==> src/rtl/prc_reg_pkg.sv <==
`default_nettype none

package prc_reg_pkg;

    typedef logic [23:0] reg_addr_t;

    localparam reg_addr_t ADDR_MODE    = 24'h002080; // Stage control
    localparam reg_addr_t ADDR_RATE    = 24'h002081; // Rate control
    localparam reg_addr_t ADDR_COUNTER = 24'h00208A; // Line counter, read only

    // Stage control, bit 3 enables the frame copy
    typedef logic [5:0] mode_t;

    typedef logic [2:0] rate_code_t;  // Divider selector, rate bits 3:1
    typedef logic [3:0] skip_count_t; // Skipped frames, rate bits 7:4
    typedef logic [6:0] line_t;

    // Frame timing in lines
    localparam line_t LINE_FIRST  = 7'h01;
    localparam line_t LINE_ACTIVE = 7'h18; // Copy window opens
    localparam line_t LINE_LAST   = 7'h42; // Frame wraps back to LINE_FIRST

endpackage

`default_nettype wire

==> src/rtl/prc_bus_pkg.sv <==
`default_nettype none

package prc_bus_pkg;

    typedef logic [23:0] bus_addr_t;
    typedef logic [7:0]  bus_data_t;

    // Driven on bus_status
    typedef enum logic [1:0]
    {
        IDLE      = 2'd0,
        IRQ_READ  = 2'd1,
        MEM_WRITE = 2'd2,
        MEM_READ  = 2'd3
    } bus_cmd_e;

    localparam bus_addr_t VRAM_BASE     = 24'h001000; // Finished frame, page major
    localparam bus_addr_t LCD_CMD_ADDR  = 24'h0020FE;
    localparam bus_addr_t LCD_DATA_ADDR = 24'h0020FF;

    // LCD geometry
    localparam int LCD_COLUMNS = 96;
    localparam int LCD_PAGES   = 8; // Eight rows of pixels per page byte

    typedef logic [2:0] page_t;
    typedef logic [6:0] column_t;

endpackage

`default_nettype wire

==> src/rtl/prc_regs.sv <==
`timescale 1ns/1ps
`default_nettype none

module prc_regs
(
    input  wire logic                     clk,
    input  wire logic                     reset,
    input  wire logic                     bus_write,
    input  wire prc_reg_pkg::reg_addr_t   bus_address_in,
    input  wire logic [7:0]               bus_data_in,
    input  wire prc_reg_pkg::skip_count_t skip_count,
    input  wire prc_reg_pkg::line_t       line,
    output logic [7:0]                    reg_data_out,
    output prc_reg_pkg::mode_t            mode,
    output prc_reg_pkg::rate_code_t       rate_code,
    output logic                          rate_low_bit,
    output logic                          skip_clear
);
    import prc_reg_pkg::*;

    logic mode_write;
    logic rate_write;

    assign mode_write = bus_write && (bus_address_in == ADDR_MODE);
    assign rate_write = bus_write && (bus_address_in == ADDR_RATE);

    // New divider restarts the skip count on the same edge
    assign skip_clear = rate_write && (bus_data_in[3:1] != rate_code);

    always_ff @(posedge clk or posedge reset)
    begin
        if (reset)
        begin
            mode         <= '0;
            rate_code    <= '0;
            rate_low_bit <= 1'b0;
        end
        else
        begin
            if (mode_write)
                mode <= bus_data_in[5:0];
            if (rate_write)
            begin
                rate_code    <= bus_data_in[3:1];
                rate_low_bit <= bus_data_in[0]; // Stored for readback only
            end
        end
    end

    always_comb
    begin
        case (bus_address_in)
            ADDR_MODE:
                reg_data_out = {2'b00, mode};
            ADDR_RATE:
                reg_data_out = {skip_count, rate_code, rate_low_bit};
            ADDR_COUNTER:
                reg_data_out = {1'b0, line};
            default:
                reg_data_out = 8'h00; // Map, sprite and scroll registers read as zero
        endcase
    end

endmodule

`default_nettype wire

==> src/rtl/prc_frame_timer.sv <==
`timescale 1ns/1ps
`default_nettype none

module prc_frame_timer
#(
    parameter int LINE_PERIOD = 855
)
(
    input  wire logic                     clk,
    input  wire logic                     reset,
    input  wire prc_reg_pkg::mode_t       mode,
    input  wire prc_reg_pkg::rate_code_t  rate_code,
    input  wire logic                     skip_clear,
    input  wire logic                     bus_ack,
    input  wire logic                     busy,
    input  wire logic                     copy_done,
    output prc_reg_pkg::skip_count_t      skip_count,
    output prc_reg_pkg::line_t            line,
    output logic                          copy_start,
    output logic                          bus_request,
    output logic                          irq_render_done,
    output logic                          irq_copy_complete
);
    import prc_reg_pkg::*;

    localparam int OSC_WIDTH = $clog2(LINE_PERIOD);

    logic [OSC_WIDTH-1:0] osc_count;
    logic                 tick;
    line_t                line_next;
    logic                 frame_end;
    logic                 in_window;
    skip_count_t          rate_match;
    logic                 active;
    logic                 copy_ran;        // A copy already owned the bus this frame
    logic                 release_pending; // Frame ended while the copy was still busy

    // Match value is the divisor minus one
    always_comb
    begin
        case (rate_code)
            3'd0: rate_match = 4'd2;
            3'd1: rate_match = 4'd5;
            3'd2: rate_match = 4'd8;
            3'd3: rate_match = 4'd11;
            3'd4: rate_match = 4'd1;
            3'd5: rate_match = 4'd3;
            3'd6: rate_match = 4'd5;
            3'd7: rate_match = 4'd7;
        endcase
    end

    // Ticks are named by the line they lead into, so a frame is 65 ticks
    assign tick      = osc_count == OSC_WIDTH'(LINE_PERIOD - 1);
    assign line_next = line + 7'd1;
    assign frame_end = tick && (line_next == LINE_LAST);
    assign in_window = (line_next >= LINE_ACTIVE) && (line_next < LINE_LAST);
    assign active    = skip_count == rate_match;

    always_ff @(posedge clk or posedge reset)
    begin
        if (reset)
        begin
            osc_count  <= '0;
            line       <= LINE_FIRST;
            skip_count <= '0;
        end
        else
        begin
            osc_count <= tick ? '0 : osc_count + OSC_WIDTH'(1);
            if (tick)
                line <= frame_end ? LINE_FIRST : line_next;
            if (skip_clear)
                skip_count <= '0;
            else if (frame_end)
                skip_count <= active ? '0 : skip_count + 4'd1;
        end
    end

    always_ff @(posedge clk or posedge reset)
    begin
        if (reset)
        begin
            copy_start        <= 1'b0;
            bus_request       <= 1'b0;
            irq_render_done   <= 1'b0;
            irq_copy_complete <= 1'b0;
            copy_ran          <= 1'b0;
            release_pending   <= 1'b0;
        end
        else
        begin
            copy_start <= 1'b0;
            if (busy && bus_ack)
                copy_ran <= 1'b1;

            if (tick)
            begin
                irq_render_done   <= 1'b0; // Interrupt levels last one line
                irq_copy_complete <= 1'b0;
                if (active && mode[3] && in_window)
                begin
                    bus_request <= 1'b1;
                    copy_start  <= !busy && !copy_ran;
                end
                if (frame_end)
                begin
                    copy_ran <= 1'b0;
                    if (active)
                        irq_render_done <= 1'b1;
                    if (busy)
                        release_pending <= bus_request;
                    else
                        bus_request <= 1'b0;
                end
            end

            if (copy_done)
            begin
                irq_copy_complete <= 1'b1;
                if (release_pending)
                begin
                    bus_request     <= 1'b0;
                    release_pending <= 1'b0;
                end
            end
        end
    end

endmodule

`default_nettype wire

==> src/rtl/prc_frame_copy.sv <==
`timescale 1ns/1ps
`default_nettype none

module prc_frame_copy
(
    input  wire logic                    clk,
    input  wire logic                    reset,
    input  wire logic                    copy_start,
    input  wire logic                    bus_ack,
    input  wire prc_bus_pkg::bus_data_t  bus_data_in,
    output logic                         busy,
    output logic                         copy_done,
    output prc_bus_pkg::bus_addr_t       bus_address_out,
    output prc_bus_pkg::bus_data_t       data_out,
    output prc_bus_pkg::bus_cmd_e        bus_status,
    output logic                         read,
    output logic                         write
);
    typedef enum logic [2:0]
    {
        COLUMN_SET1,
        COLUMN_SET2,
        PAGE_SET,
        MEM_READ,
        LCD_WRITE
    } state_e;

    // Bus commands stay scoped because MEM_READ names a state too
    import prc_bus_pkg::*;

    localparam column_t LAST_COLUMN = column_t'(LCD_COLUMNS - 1);
    localparam page_t   LAST_PAGE   = page_t'(LCD_PAGES - 1);

    state_e    state;
    page_t     page;
    column_t   column;
    logic      phase;     // Low for the setup clock, high for the strobe clock
    logic      op_setup;
    logic      op_strobe;
    bus_addr_t vram_addr;

    assign op_setup  = busy && bus_ack && !phase;
    assign op_strobe = busy && bus_ack && phase;
    assign vram_addr = VRAM_BASE + bus_addr_t'(page) * bus_addr_t'(LCD_COLUMNS)
                     + bus_addr_t'(column);

    assign read  = op_strobe && (bus_status == prc_bus_pkg::MEM_READ);
    assign write = op_strobe && (bus_status == prc_bus_pkg::MEM_WRITE);

    always_ff @(posedge clk or posedge reset)
    begin
        if (reset)
        begin
            busy       <= 1'b0;
            copy_done  <= 1'b0;
            state      <= COLUMN_SET1;
            page       <= '0;
            column     <= '0;
            phase      <= 1'b0;
            bus_status <= IDLE;
        end
        else
        begin
            copy_done <= 1'b0;
            if (copy_start && !busy)
            begin
                busy   <= 1'b1;
                state  <= COLUMN_SET1;
                page   <= '0;
                column <= '0;
                phase  <= 1'b0;
            end
            else if (op_setup)
            begin
                phase      <= 1'b1;
                bus_status <= (state == MEM_READ) ? prc_bus_pkg::MEM_READ
                                                  : prc_bus_pkg::MEM_WRITE;
            end
            else if (op_strobe)
            begin
                phase <= 1'b0;
                case (state)
                    COLUMN_SET1: state <= COLUMN_SET2;
                    COLUMN_SET2: state <= PAGE_SET;
                    PAGE_SET:    state <= MEM_READ;
                    MEM_READ:    state <= LCD_WRITE;
                    default:
                    begin
                        column <= column + 7'd1;
                        state  <= MEM_READ;
                        if (column == LAST_COLUMN)
                        begin
                            column <= '0;
                            page   <= page + 3'd1;
                            state  <= COLUMN_SET1;
                            if (page == LAST_PAGE)
                            begin
                                busy       <= 1'b0;
                                copy_done  <= 1'b1;
                                bus_status <= IDLE;
                            end
                        end
                    end
                endcase
            end
        end
    end

    always_ff @(posedge clk)
    begin
        if (op_setup)
        begin
            case (state)
                COLUMN_SET1:
                begin
                    bus_address_out <= LCD_CMD_ADDR;
                    data_out        <= 8'h10; // Column address high nibble
                end
                COLUMN_SET2:
                begin
                    bus_address_out <= LCD_CMD_ADDR;
                    data_out        <= 8'h00;
                end
                PAGE_SET:
                begin
                    bus_address_out <= LCD_CMD_ADDR;
                    data_out        <= {5'b10110, page};
                end
                MEM_READ:
                    bus_address_out <= vram_addr;
                default:
                    bus_address_out <= LCD_DATA_ADDR; // Byte from the read just before
            endcase
        end
        else if (op_strobe && state == MEM_READ)
            data_out <= bus_data_in;
    end

endmodule

`default_nettype wire

==> src/rtl/prc.sv <==
`timescale 1ns/1ps
`default_nettype none

module prc
#(
    parameter int LINE_PERIOD = 855
)
(
    input  wire logic                    clk,
    input  wire logic                    reset,
    input  wire logic                    bus_write,
    input  wire prc_reg_pkg::reg_addr_t  bus_address_in,
    input  wire prc_bus_pkg::bus_data_t  bus_data_in,
    output prc_bus_pkg::bus_data_t       bus_data_out,
    output prc_bus_pkg::bus_addr_t       bus_address_out,
    output prc_bus_pkg::bus_cmd_e        bus_status,
    output logic                         write,
    output logic                         read,
    output logic                         bus_request,
    input  wire logic                    bus_ack,
    output logic                         irq_copy_complete,
    output logic                         irq_render_done
);
    import prc_reg_pkg::*;
    import prc_bus_pkg::*;

    bus_data_t   reg_data_out;
    bus_data_t   data_out;
    mode_t       mode;
    rate_code_t  rate_code;
    logic        skip_clear;
    skip_count_t skip_count;
    line_t       line;
    logic        copy_start;
    logic        busy;
    logic        copy_done;

    // Master data owns the shared output while granted
    assign bus_data_out = bus_ack ? data_out : reg_data_out;

    prc_regs i_regs
    (
        .*,
        .rate_low_bit ()
    );

    prc_frame_timer #(.LINE_PERIOD(LINE_PERIOD)) i_frame_timer (.*);

    prc_frame_copy i_frame_copy (.*);

endmodule

`default_nettype wire

==> config.mk <==
export PLATFORM = sky130hd
export DESIGN_NAME = prc
export DESIGN_NICKNAME = d
export VERILOG_FILES = /design/src/rtl/prc_reg_pkg.sv /design/src/rtl/prc_bus_pkg.sv /design/src/rtl/prc_regs.sv /design/src/rtl/prc_frame_timer.sv /design/src/rtl/prc_frame_copy.sv /design/src/rtl/prc.sv
export SDC_FILE = /design/constraint.sdc
export NUM_CORES = 1
export LEC_CHECK = 0
export BUFFER_PORTS_ARGS = -buffer_cell sky130_fd_sc_hd__buf_4
export CELL_PAD_IN_SITES_DETAIL_PLACEMENT = 0
export CELL_PAD_IN_SITES_GLOBAL_PLACEMENT = 1
export CORE_MARGIN = 5
export CORE_UTILIZATION = 47
export DETAILED_ROUTE_END_ITERATION = 10
export PLACE_DENSITY_LB_ADDON = 0.12
export SYNTH_ARGS = -nofsm -noshare
export SYNTH_HDL_FRONTEND = slang
export SYNTH_SLANG_ARGS = --single-unit
==> constraint.sdc <==
create_clock -name clk -period 5.7 [get_ports clk]
set_clock_uncertainty 0.05 [all_clocks]
set_input_delay 1.425 -clock clk [delete_from_list [all_inputs] [get_ports clk]]
set_output_delay 1.425 -clock clk [all_outputs]
set_load 0.02 [all_outputs]
Word-level counts from Yosys, hierarchy flattened
Memories as Yosys holds them, arrays and structs flattened. Cells that the tools add are included.

Bitwise operators: 1. Magnitude comparators: 2. Reductions and logical operators: 37. Multiply operators: 1. Add/sub/neg operators: 7. Equal/unequal tests: 18. Multiplexer cells: 67.

Operators with widths (number): $eq 24x14->1 const B (3); $pmux 24 s2 (1); $pmux 8 s3 (2); $mux 7 (6); $mux 1 (36); $add 24x7->24 (1); $mux 3 (8); $mux 8 (3); $reduce_bool 2->1 (9); $logic_and 1x1->1 (15); $add 13x10->14 const A (1); $add 7x1->7 const B (2); $eq 7x7->1 const B (2); $mux 2 (6); $mux 4 (3); $pmux 3 s4 (1); $add 10x1->10 const B (1); $eq 10x10->1 const B (1); $mux 10 (1); $reduce_and 5->1 (2); $ge 7x5->1 const B (1); $lt 7x7->1 const B (1); $eq 3x2->1 const B (2); $mul 3x2->5 const B (1); 19 further kinds (24).

Flip-flop bits (word level): 87. Logic and storage cells: 155. Memories: 1. Bits of input ports: 36. Bits in read-only memories: 32. Output and inout port bits: 39.

Memory list: (name not given) (depth 8, width 4, rd ports 1, clocked after Yosys merged registers in 0, write ports 0, line prc_frame_timer.sv:41) `case (rate_code)`.

Logic depth before layout (Yosys ltp)
Gate-level depths: netlist of run 1.

Depth after elaboration: 10. Depth in mapped cells: 8. Depth with buffers taken out: 7.

Hierarchy
Synthesis of run 1 repeated with hierarchy kept, for this count alone.

Cell total of the unflattened synthesis: 417. Area, all modules: 4494.3 µm².

By module, submodules not included: prc_frame_copy (area each 2063.2 µm², sequential area each 1081.0 µm², instances 1, cells each 182); prc_frame_timer (area each 1610.3 µm², sequential area each 676.9 µm², instances 1, cells each 161); prc_regs (area each 689.4 µm², sequential area each 250.2 µm², instances 1, cells each 65); prc (area each 131.4 µm², sequential area each 0.0 µm², instances 1, cells each 9).

Least setup slack after synthesis of run 1
No wires, ideal clock.

Path kind: input -> output. Start point: input bus_address_in[2]. End point: output bus_data_out[0]. Buffers on the path: 0. Path slack: 1.211 ns. Required time: 4.225 ns. Arrival: 3.014 ns. Stages on the path: 4. Path through: nor4_1 -> nand4_1 -> or4_1 -> o21ai_0.

Cells in the longest elaborated chain, start to end: 3. Elaborated cells between the ends (all ways): 5. Those cells by class: eq/ne: 3; mux: 2.

Ends and longest elaborated chain: start, declared (line prc.sv:12) `input wire prc_reg_pkg::reg_addr_t bus_address_in,`; $eq 24x14->1 (line prc_regs.sv:52) `case (bus_address_in)`; $pmux 8 s3 * (line prc_regs.sv:52); $mux 8 * (line prc.sv:39) `assign bus_data_out = bus_ack ? data_out : reg_data_out;`; end, declared (line prc.sv:14) `output prc_bus_pkg::bus_data_t bus_data_out,`.

Mark *: on every way between the ends. The rest lies on a longest branch, timed or not.

Worst setup path after layout of run 1
Same ends and word-level chain as after synthesis.

==> flow_metrics.tcl, run 1 <==
set metrics [dict create \
    final.setup.tns_ps 0 \
    required_ps 4220 \
    worst-setup-path-type "in -> out" \
    worstPathCellList "buf_4 -> nor4_1 -> nand4_1 -> nor3b_1 -> a22oi_1 -> o21ai_0 -> buf_4" \
    grt_overflow 0 \
    portBuffers 63 \
    async_reset_ff_frac 0.724 \
    drive_above_1_share 0.240 \
    synth-edff-count 21 \
    dp_cells 571 \
    netlist.area_leader.share 0.315 \
    die_w_um 106 \
    wl_per_cell_um 16.4 \
    max_freq_mhz 210 \
    fin_hold_ws_ps 420 \
    die_y_um 106 \
    status "finished clean" \
    cts_buffers 9 \
    avgSynthCellArea_um2 10.3 \
    startpoint_type "input pin" \
    crit_family "simple AND/OR/NAND/NOR gates" \
    place_congestion 0.822 \
    max-cap-violations 0 \
    cts_tree "built" \
    utilization 0.564 \
    rsz0062_at_grt "no" \
    num_vias 3240 \
    routed_wl_mm 9.64 \
    slew_violations 0 \
    synth_area_leader_cell "dfrtp_1" \
    grt_start_max_net_pins 56 \
    p_per_area_nw_per_um2 254 \
    synth_area_um2 4300 \
    synthTopCellsByArea "dfrtp_1, edfxtp_1, ha_1, nand2_1, xor2_1" \
    ys_top_cells_by_count "dfrtp_1, nand2_1, nor2_1, o21ai_0, edfxtp_1" \
    ys_ff_latch 76 \
    yosys_warnings 0 \
    insertion_delay_ps 340 \
    synth_most_common_cell "dfrtp_1" \
    max_slew_margin 0.301 \
    clk_pin_slew_ps 80 \
    cp_data_arrival_time_ps 3290 \
    synth_cells 416 \
    cts.sinks 76 \
    ios 75 \
    initial_core_util 0.488 \
    ctsResizeCount 0 \
    antenna_found_initial 0 \
    synth_ff_type "dfrtp_1" \
    die_area_um2 11200 \
    use_met3 0.0238 \
    nets 525 \
    setup_viol 0 \
    final.min_clock_period_ps 4770 \
    path_common_cell "buf_4" \
    p_leak_nw 2.21 \
    fin_cells 587 \
    postCtsSetupBuffers 0 \
    ctsLongestPathBuffers 2 \
    initialDrtViolationCount 134 \
    synth-seq-area-share 0.468 \
    tightestPinTransition_ps 1040 \
    cp-end-kind "output pin" \
    grt.met2_usage 0.305 \
    first_global_vias 3237 \
    hold_viol_final 0 \
    fp-row-count 34 \
    yosysUniqueCellTypes 68 \
    via_per_inst 5.52 \
    slowest_stage "nor3b_1" \
    cts_hold_buf 0 \
    fin_crit_sh 0.836 \
    critPathMaxStageDelay_ps 550 \
    cts_root_buffer "clkbuf_8" \
    min_path_type "reg -> reg" \
    hpwl_mm 7.26 \
    ir_drop_mv 0.129 \
    crit_path_max_fanout 5 \
    grt_pass1_wl_mm 16.3 \
    ant_nets 0 \
    drc 0 \
    track_usage 0.182 \
    num_antenna_cells 0 \
    htree_levels 3 \
    critPathBufInv 2 \
    top_usage_layer "met2" \
    drtPass1Iterations 4 \
    areaGrowthSynthToFinish_pct 15.6 \
    globalRouteMet1Util 0.244 \
    design.core.area_um2 8810 \
]
-- stage by stage --
stage / setup slack (ps) / total power (W) / area (um2)
2_1_floorplan: 1210 / 0.000812 / 4330
3_3_place_gp: 1040 / 0.000898 / 4790
3_5_place_dp: 951 / 0.000903 / 4790
4_1_cts: 929 / 0.00128 / 4970
5_1_grt: 775 / 0.00134 / 4970
6_report: 934 / 0.00126 / 4970
-- cell type report --
| class | instances | area, um2 |
|---|---|---|
| clock buffer | 11 | 141 |
| clock inverter | 5 | 36.3 |
| fill | 801 | 3840 |
| inverter | 20 | 75.1 |
| multi-input combinational | 302 | 2080 |
| sequential | 76 | 2010 |
| tap | 108 | 135 |
| timing repair buffer | 65 | 488 |
-- sequential cells by signal, summed over array words and instances (netlist names), 2 cells and up --
name                          flops
i_frame_copy.page                 3
i_frame_timer.line                7
i_frame_timer.osc_count          10
i_regs.rate_code                  3
i_regs.mode                       6
i_frame_copy.column               7
i_frame_copy.state                3
i_frame_copy.bus_address_out     13
i_frame_copy.data_out             8
i_frame_copy.bus_status           2
i_frame_timer.skip_count          4
-- worst reg2reg max path: cells and delay by family (launching register included) --
kind,cells,cell delay (ps)
compound gates,4,1170
fa+ha+maj,1,310
flops,1,630
simple gates,1,280
-- layout by cell type, fill, tap and decap left out, drive strengths merged, types with 8 or more instances in the layout --
| master | netlist | layout |
|---|---|---|
| o21ai | 23 | 23 |
| nand4 | 8 | 8 |
| conb | 1 | 11 |
| mux2 | 16 | 16 |
| buf | 20 | 65 |
| nor2 | 30 | 30 |
| nand2b | 9 | 9 |
| inv | 20 | 22 |
| edfxtp | 21 | 21 |
| dfrtp | 54 | 54 |
| and3 | 8 | 8 |
| ha | 13 | 13 |
| clkbuf | 8 | 11 |
| xor2 | 17 | 17 |
| a21oi | 14 | 14 |
| nand3 | 18 | 18 |
| nand2 | 41 | 41 |
| xnor2 | 11 | 11 |
-- worst paths after layout --
path / startpoint / end / slack, ps / cells past startpoint
max: bus_address_in[2] / bus_data_out[0] / 930 / 7
min: i_frame_copy.copy_done / i_frame_timer.irq_copy_complete / 420 / 1
max reg2reg: i_frame_timer.line[0] / i_frame_timer.skip_count[3] / 3180 / 6
min reg2reg: i_frame_copy.copy_done / i_frame_timer.irq_copy_complete / 420 / 1
max in group asynchronous: reset / i_frame_timer.line[3] / 3900 / 3
min in group asynchronous: reset / i_frame_timer.osc_count[2] / 1220 / 3
-- layer usage --
metal  wire length (um)  part of all wire
met1               4300              0.45
met2               4880              0.51
met3                315             0.033
met4                147             0.015
met5                  0                 0
-- report_power, final --
group,switching [W],total [W],internal (W)
combinational,0.000138,0.000230,0.0000916
clock,0.000203,0.000375,0.000172
sequential,0.0000373,0.000659,0.000622
total,0.000378,0.00126,0.000885
-- cells by family after synthesis --
family | Yosys count | synth area share
buffers and inverters | 48 | 0.0562
adder cells (fa/ha/maj) | 15 | 0.0472
AO/OA/AOI/OAI | 78 | 0.128
flip-flops | 76 | 0.468
other | 1 | 0.000873
multiplexers | 19 | 0.0524
XOR/XNOR | 28 | 0.0571
AND/OR/NAND/NOR | 151 | 0.191
Note: power is estimated with default switching activity, not from simulation.
==> inputs of run 2 (changes only) <==
--- a/config.mk
+++ b/config.mk
@@ -5,11 +5,12 @@
 export SDC_FILE = /design/constraint.sdc
 export NUM_CORES = 1
 export LEC_CHECK = 0
+export ABC_AREA = 1
 export BUFFER_PORTS_ARGS = -buffer_cell sky130_fd_sc_hd__buf_4
 export CELL_PAD_IN_SITES_DETAIL_PLACEMENT = 0
 export CELL_PAD_IN_SITES_GLOBAL_PLACEMENT = 1
 export CORE_MARGIN = 5
-export CORE_UTILIZATION = 47
+export CORE_UTILIZATION = 42
 export DETAILED_ROUTE_END_ITERATION = 10
 export PLACE_DENSITY_LB_ADDON = 0.12
 export SYNTH_ARGS = -nofsm -noshare
==> constraint.sdc (replaced) <==
create_clock -name clk -period 4.83 [get_ports clk]
set_clock_uncertainty 0.05 [all_clocks]
set_input_delay 1.2075 -clock clk [delete_from_list [all_inputs] [get_ports clk]]
set_output_delay 1.2075 -clock clk [all_outputs]
set_load 0.02 [all_outputs]
==> run 2 against run 1 <==
Effect of this change: count of clock-buffer cells in the layout is 1 lower; wire length is 11% higher; area after synthesis rose by 4.7%; clock power grew 30%; synthesized cell count rose by 34%; final cell count is 30% higher; hold slack better by 9.1 ps; sequential share of layout area decreased by 2.3 points; largest power group unchanged.
==> flow_metrics.tcl, run 2 <==
set metrics [dict create \
    areaGrowthSynthToFinish_pct 17.2 \
    synth-edff-count 21 \
    final_cell_mix "nand2_1, inv_1, buf_4" \
    num_antenna_cells 0 \
    largest_reg_flops 13 \
    async_reset_ff_frac 0.724 \
    synth_ff_type "dfrtp_1" \
    final_common_cell "nand2_1" \
    num_vias 3799 \
    rsz0062_at_grt "no" \
    cp_data_arrival_time_ps 2670 \
    max_freq_mhz 255 \
    max_slew_margin 0.518 \
    ir_drop_mv 0.223 \
    slew_violations 0 \
    initial_core_util 0.434 \
    final.min_clock_period_ps 3920 \
    reg_top3 "i_frame_copy.bus_address_out (13), i_frame_timer.osc_count (10), i_frame_copy.data_out (8)" \
    synth_area_um2 4500 \
    ctsResizeCount 0 \
    die_area_um2 12900 \
    wl_per_cell_um 14.0 \
    tightestPinTransition_ps 721 \
    synth_cells 557 \
    yosys_warnings 0 \
    endpoint "bus_data_out[4]" \
    cts_buffers 9 \
    max-cap-violations 0 \
    hpwl_mm 8.32 \
    track_usage 0.173 \
    status "finished clean" \
    cts_root_buffer "clkbuf_8" \
    grt_overflow 0 \
    worstReg2RegEnd "i_frame_copy.bus_address_out[5]" \
    grt_pass1_wl_mm 18.0 \
    p_leak_nw 2.54 \
    drc 0 \
    required_ps 3570 \
    routed_wl_mm 10.7 \
    critPathLaunch "bus_address_in[23]" \
    fin_crit_sh 0.812 \
    ctsLongestPathBuffers 2 \
    utilization 0.508 \
    grt_start_max_net_pins 29 \
    cts.sinks 76 \
    rrSetupSlack_ps 2870 \
    avgSynthCellArea_um2 8.08 \
    synth_area_leader_cell "dfrtp_1" \
    worst-setup-path-type "in -> out" \
    postCtsSetupBuffers 0 \
    reg2reg_from "i_frame_copy.state[2]" \
    hold_viol_final 0 \
    startpoint_type "input pin" \
    crit_path_max_fanout 17 \
    drtPass1Iterations 4 \
    die_y_um 113 \
    initialDrtViolationCount 226 \
    die_w_um 113 \
    netlist.area_leader.share 0.300 \
    cts_hold_buf 0 \
    antenna_found_initial 0 \
    min_path_type "reg -> reg" \
    ant_nets 0 \
    clk_pin_slew_ps 70 \
    htree_levels 3 \
    place_congestion 0.855 \
    finalPower_w 0.00167 \
    fp-row-count 37 \
    final.setup.tns_ps 0 \
    first_global_vias 3692 \
    setup_viol 0 \
    drive_above_1_share 0.202 \
    synth-seq-area-share 0.446 \
    design.core.area_um2 10400 \
    portBuffers 63 \
    insertion_delay_ps 350 \
    largest_register "i_frame_copy.bus_address_out" \
    ys_top_cells_by_count "nand2_1, inv_1, nor2_1, dfrtp_1, nand3_1" \
    ys_ff_latch 76 \
    reg2reg_depth 3 \
    cp-end-kind "output pin" \
    fillers 1025 \
    synth_most_common_cell "nand2_1" \
    synthTopCellsByArea "dfrtp_1, edfxtp_1, nand2_1, inv_1, nor2_1" \
    cts_tree "built" \
    nets 675 \
    via_per_inst 4.97 \
    ios 75 \
    p_per_area_nw_per_um2 317 \
    yosysUniqueCellTypes 43 \
]
[run 2: cell count changes after synthesis, sizes merged, moves of 16 or more]
cell,previous run,this run
nand4,8,26
mux2,16,0
nor2,30,64
nand2,41,141
inv,20,77
nand3,18,42
[run 2: worst min path at each step]
stage,cells after the start,slack [ps],from,end
after global routing,1,460,i_frame_copy.copy_done,i_frame_timer.irq_copy_complete
after detailed placement,1,420,i_frame_copy.copy_done,i_frame_timer.irq_copy_complete
after global placement,1,400,i_frame_copy.copy_done,i_frame_timer.irq_copy_complete
after CTS,1,440,i_frame_copy.copy_done,i_frame_timer.irq_copy_complete
after floorplan,1,380,i_frame_copy.copy_done,i_frame_timer.irq_copy_complete
final,1,430,i_frame_copy.copy_done,i_frame_timer.irq_copy_complete
[run 2: kinds of logic (layout without fill, tap and decap cells)]
group | after synthesis | count (layout) | share of synthesized area
other | 1 | 11 | 0.000834
buffers and inverters | 99 | 161 | 0.0960
adder cells (fa/ha/maj) | 15 | 15 | 0.0451
AND/OR/NAND/NOR | 293 | 293 | 0.308
XOR/XNOR | 7 | 7 | 0.0136
AO/OA/AOI/OAI | 66 | 66 | 0.0898
flip-flops | 76 | 76 | 0.446
[run 2: routing by layer]
layer | vias up | GRT usage | routed length, um
li1 | 1944 | - | -
met1 | 1754 | 0.236 | 4990
met2 | 82 | 0.270 | 5000
met3 | 19 | 0.0361 | 480
met4 | 0 | 0.0681 | 246
met5 | - | 0 | 0
[run 2: critical path, stage by stage]
cell	delay, ps
buf_4	110
nor2_1	90
nand2_1	110
nor2_4	360
nand3_1	280
o211ai_1	230
nand2_1	70
nand2_1	80
buf_4	140
[run 2: final cells by class]
cell class	instances	area (um2)	share of cell area
clock inverters	6	63.8	0.0121
well taps	136	170	0.0323
inverters	79	299	0.0567
flip-flops and latches	76	2010	0.381
repair buffers	66	495	0.0940
multi-input cells	392	2100	0.398
clock buffers	10	138	0.0261
[run 2: power breakdown]
part           internal [W]  switching [W]
Sequential         0.000762      0.0000413
Combinational      0.000133       0.000246
Clock              0.000252       0.000236
[run 2: per-stage QoR]
stage / setup slack (ps) / hold WS (ps) / instances / cell area (um2)
2_1_floorplan: 1200 / 378 / 567 / 4540
3_3_place_gp: 940 / 405 / 749 / 5070
3_5_place_dp: 897 / 417 / 749 / 5070
4_1_cts: 904 / 436 / 765 / 5270
5_1_grt: 722 / 459 / 765 / 5270
6_report: 907 / 430 / 765 / 5270
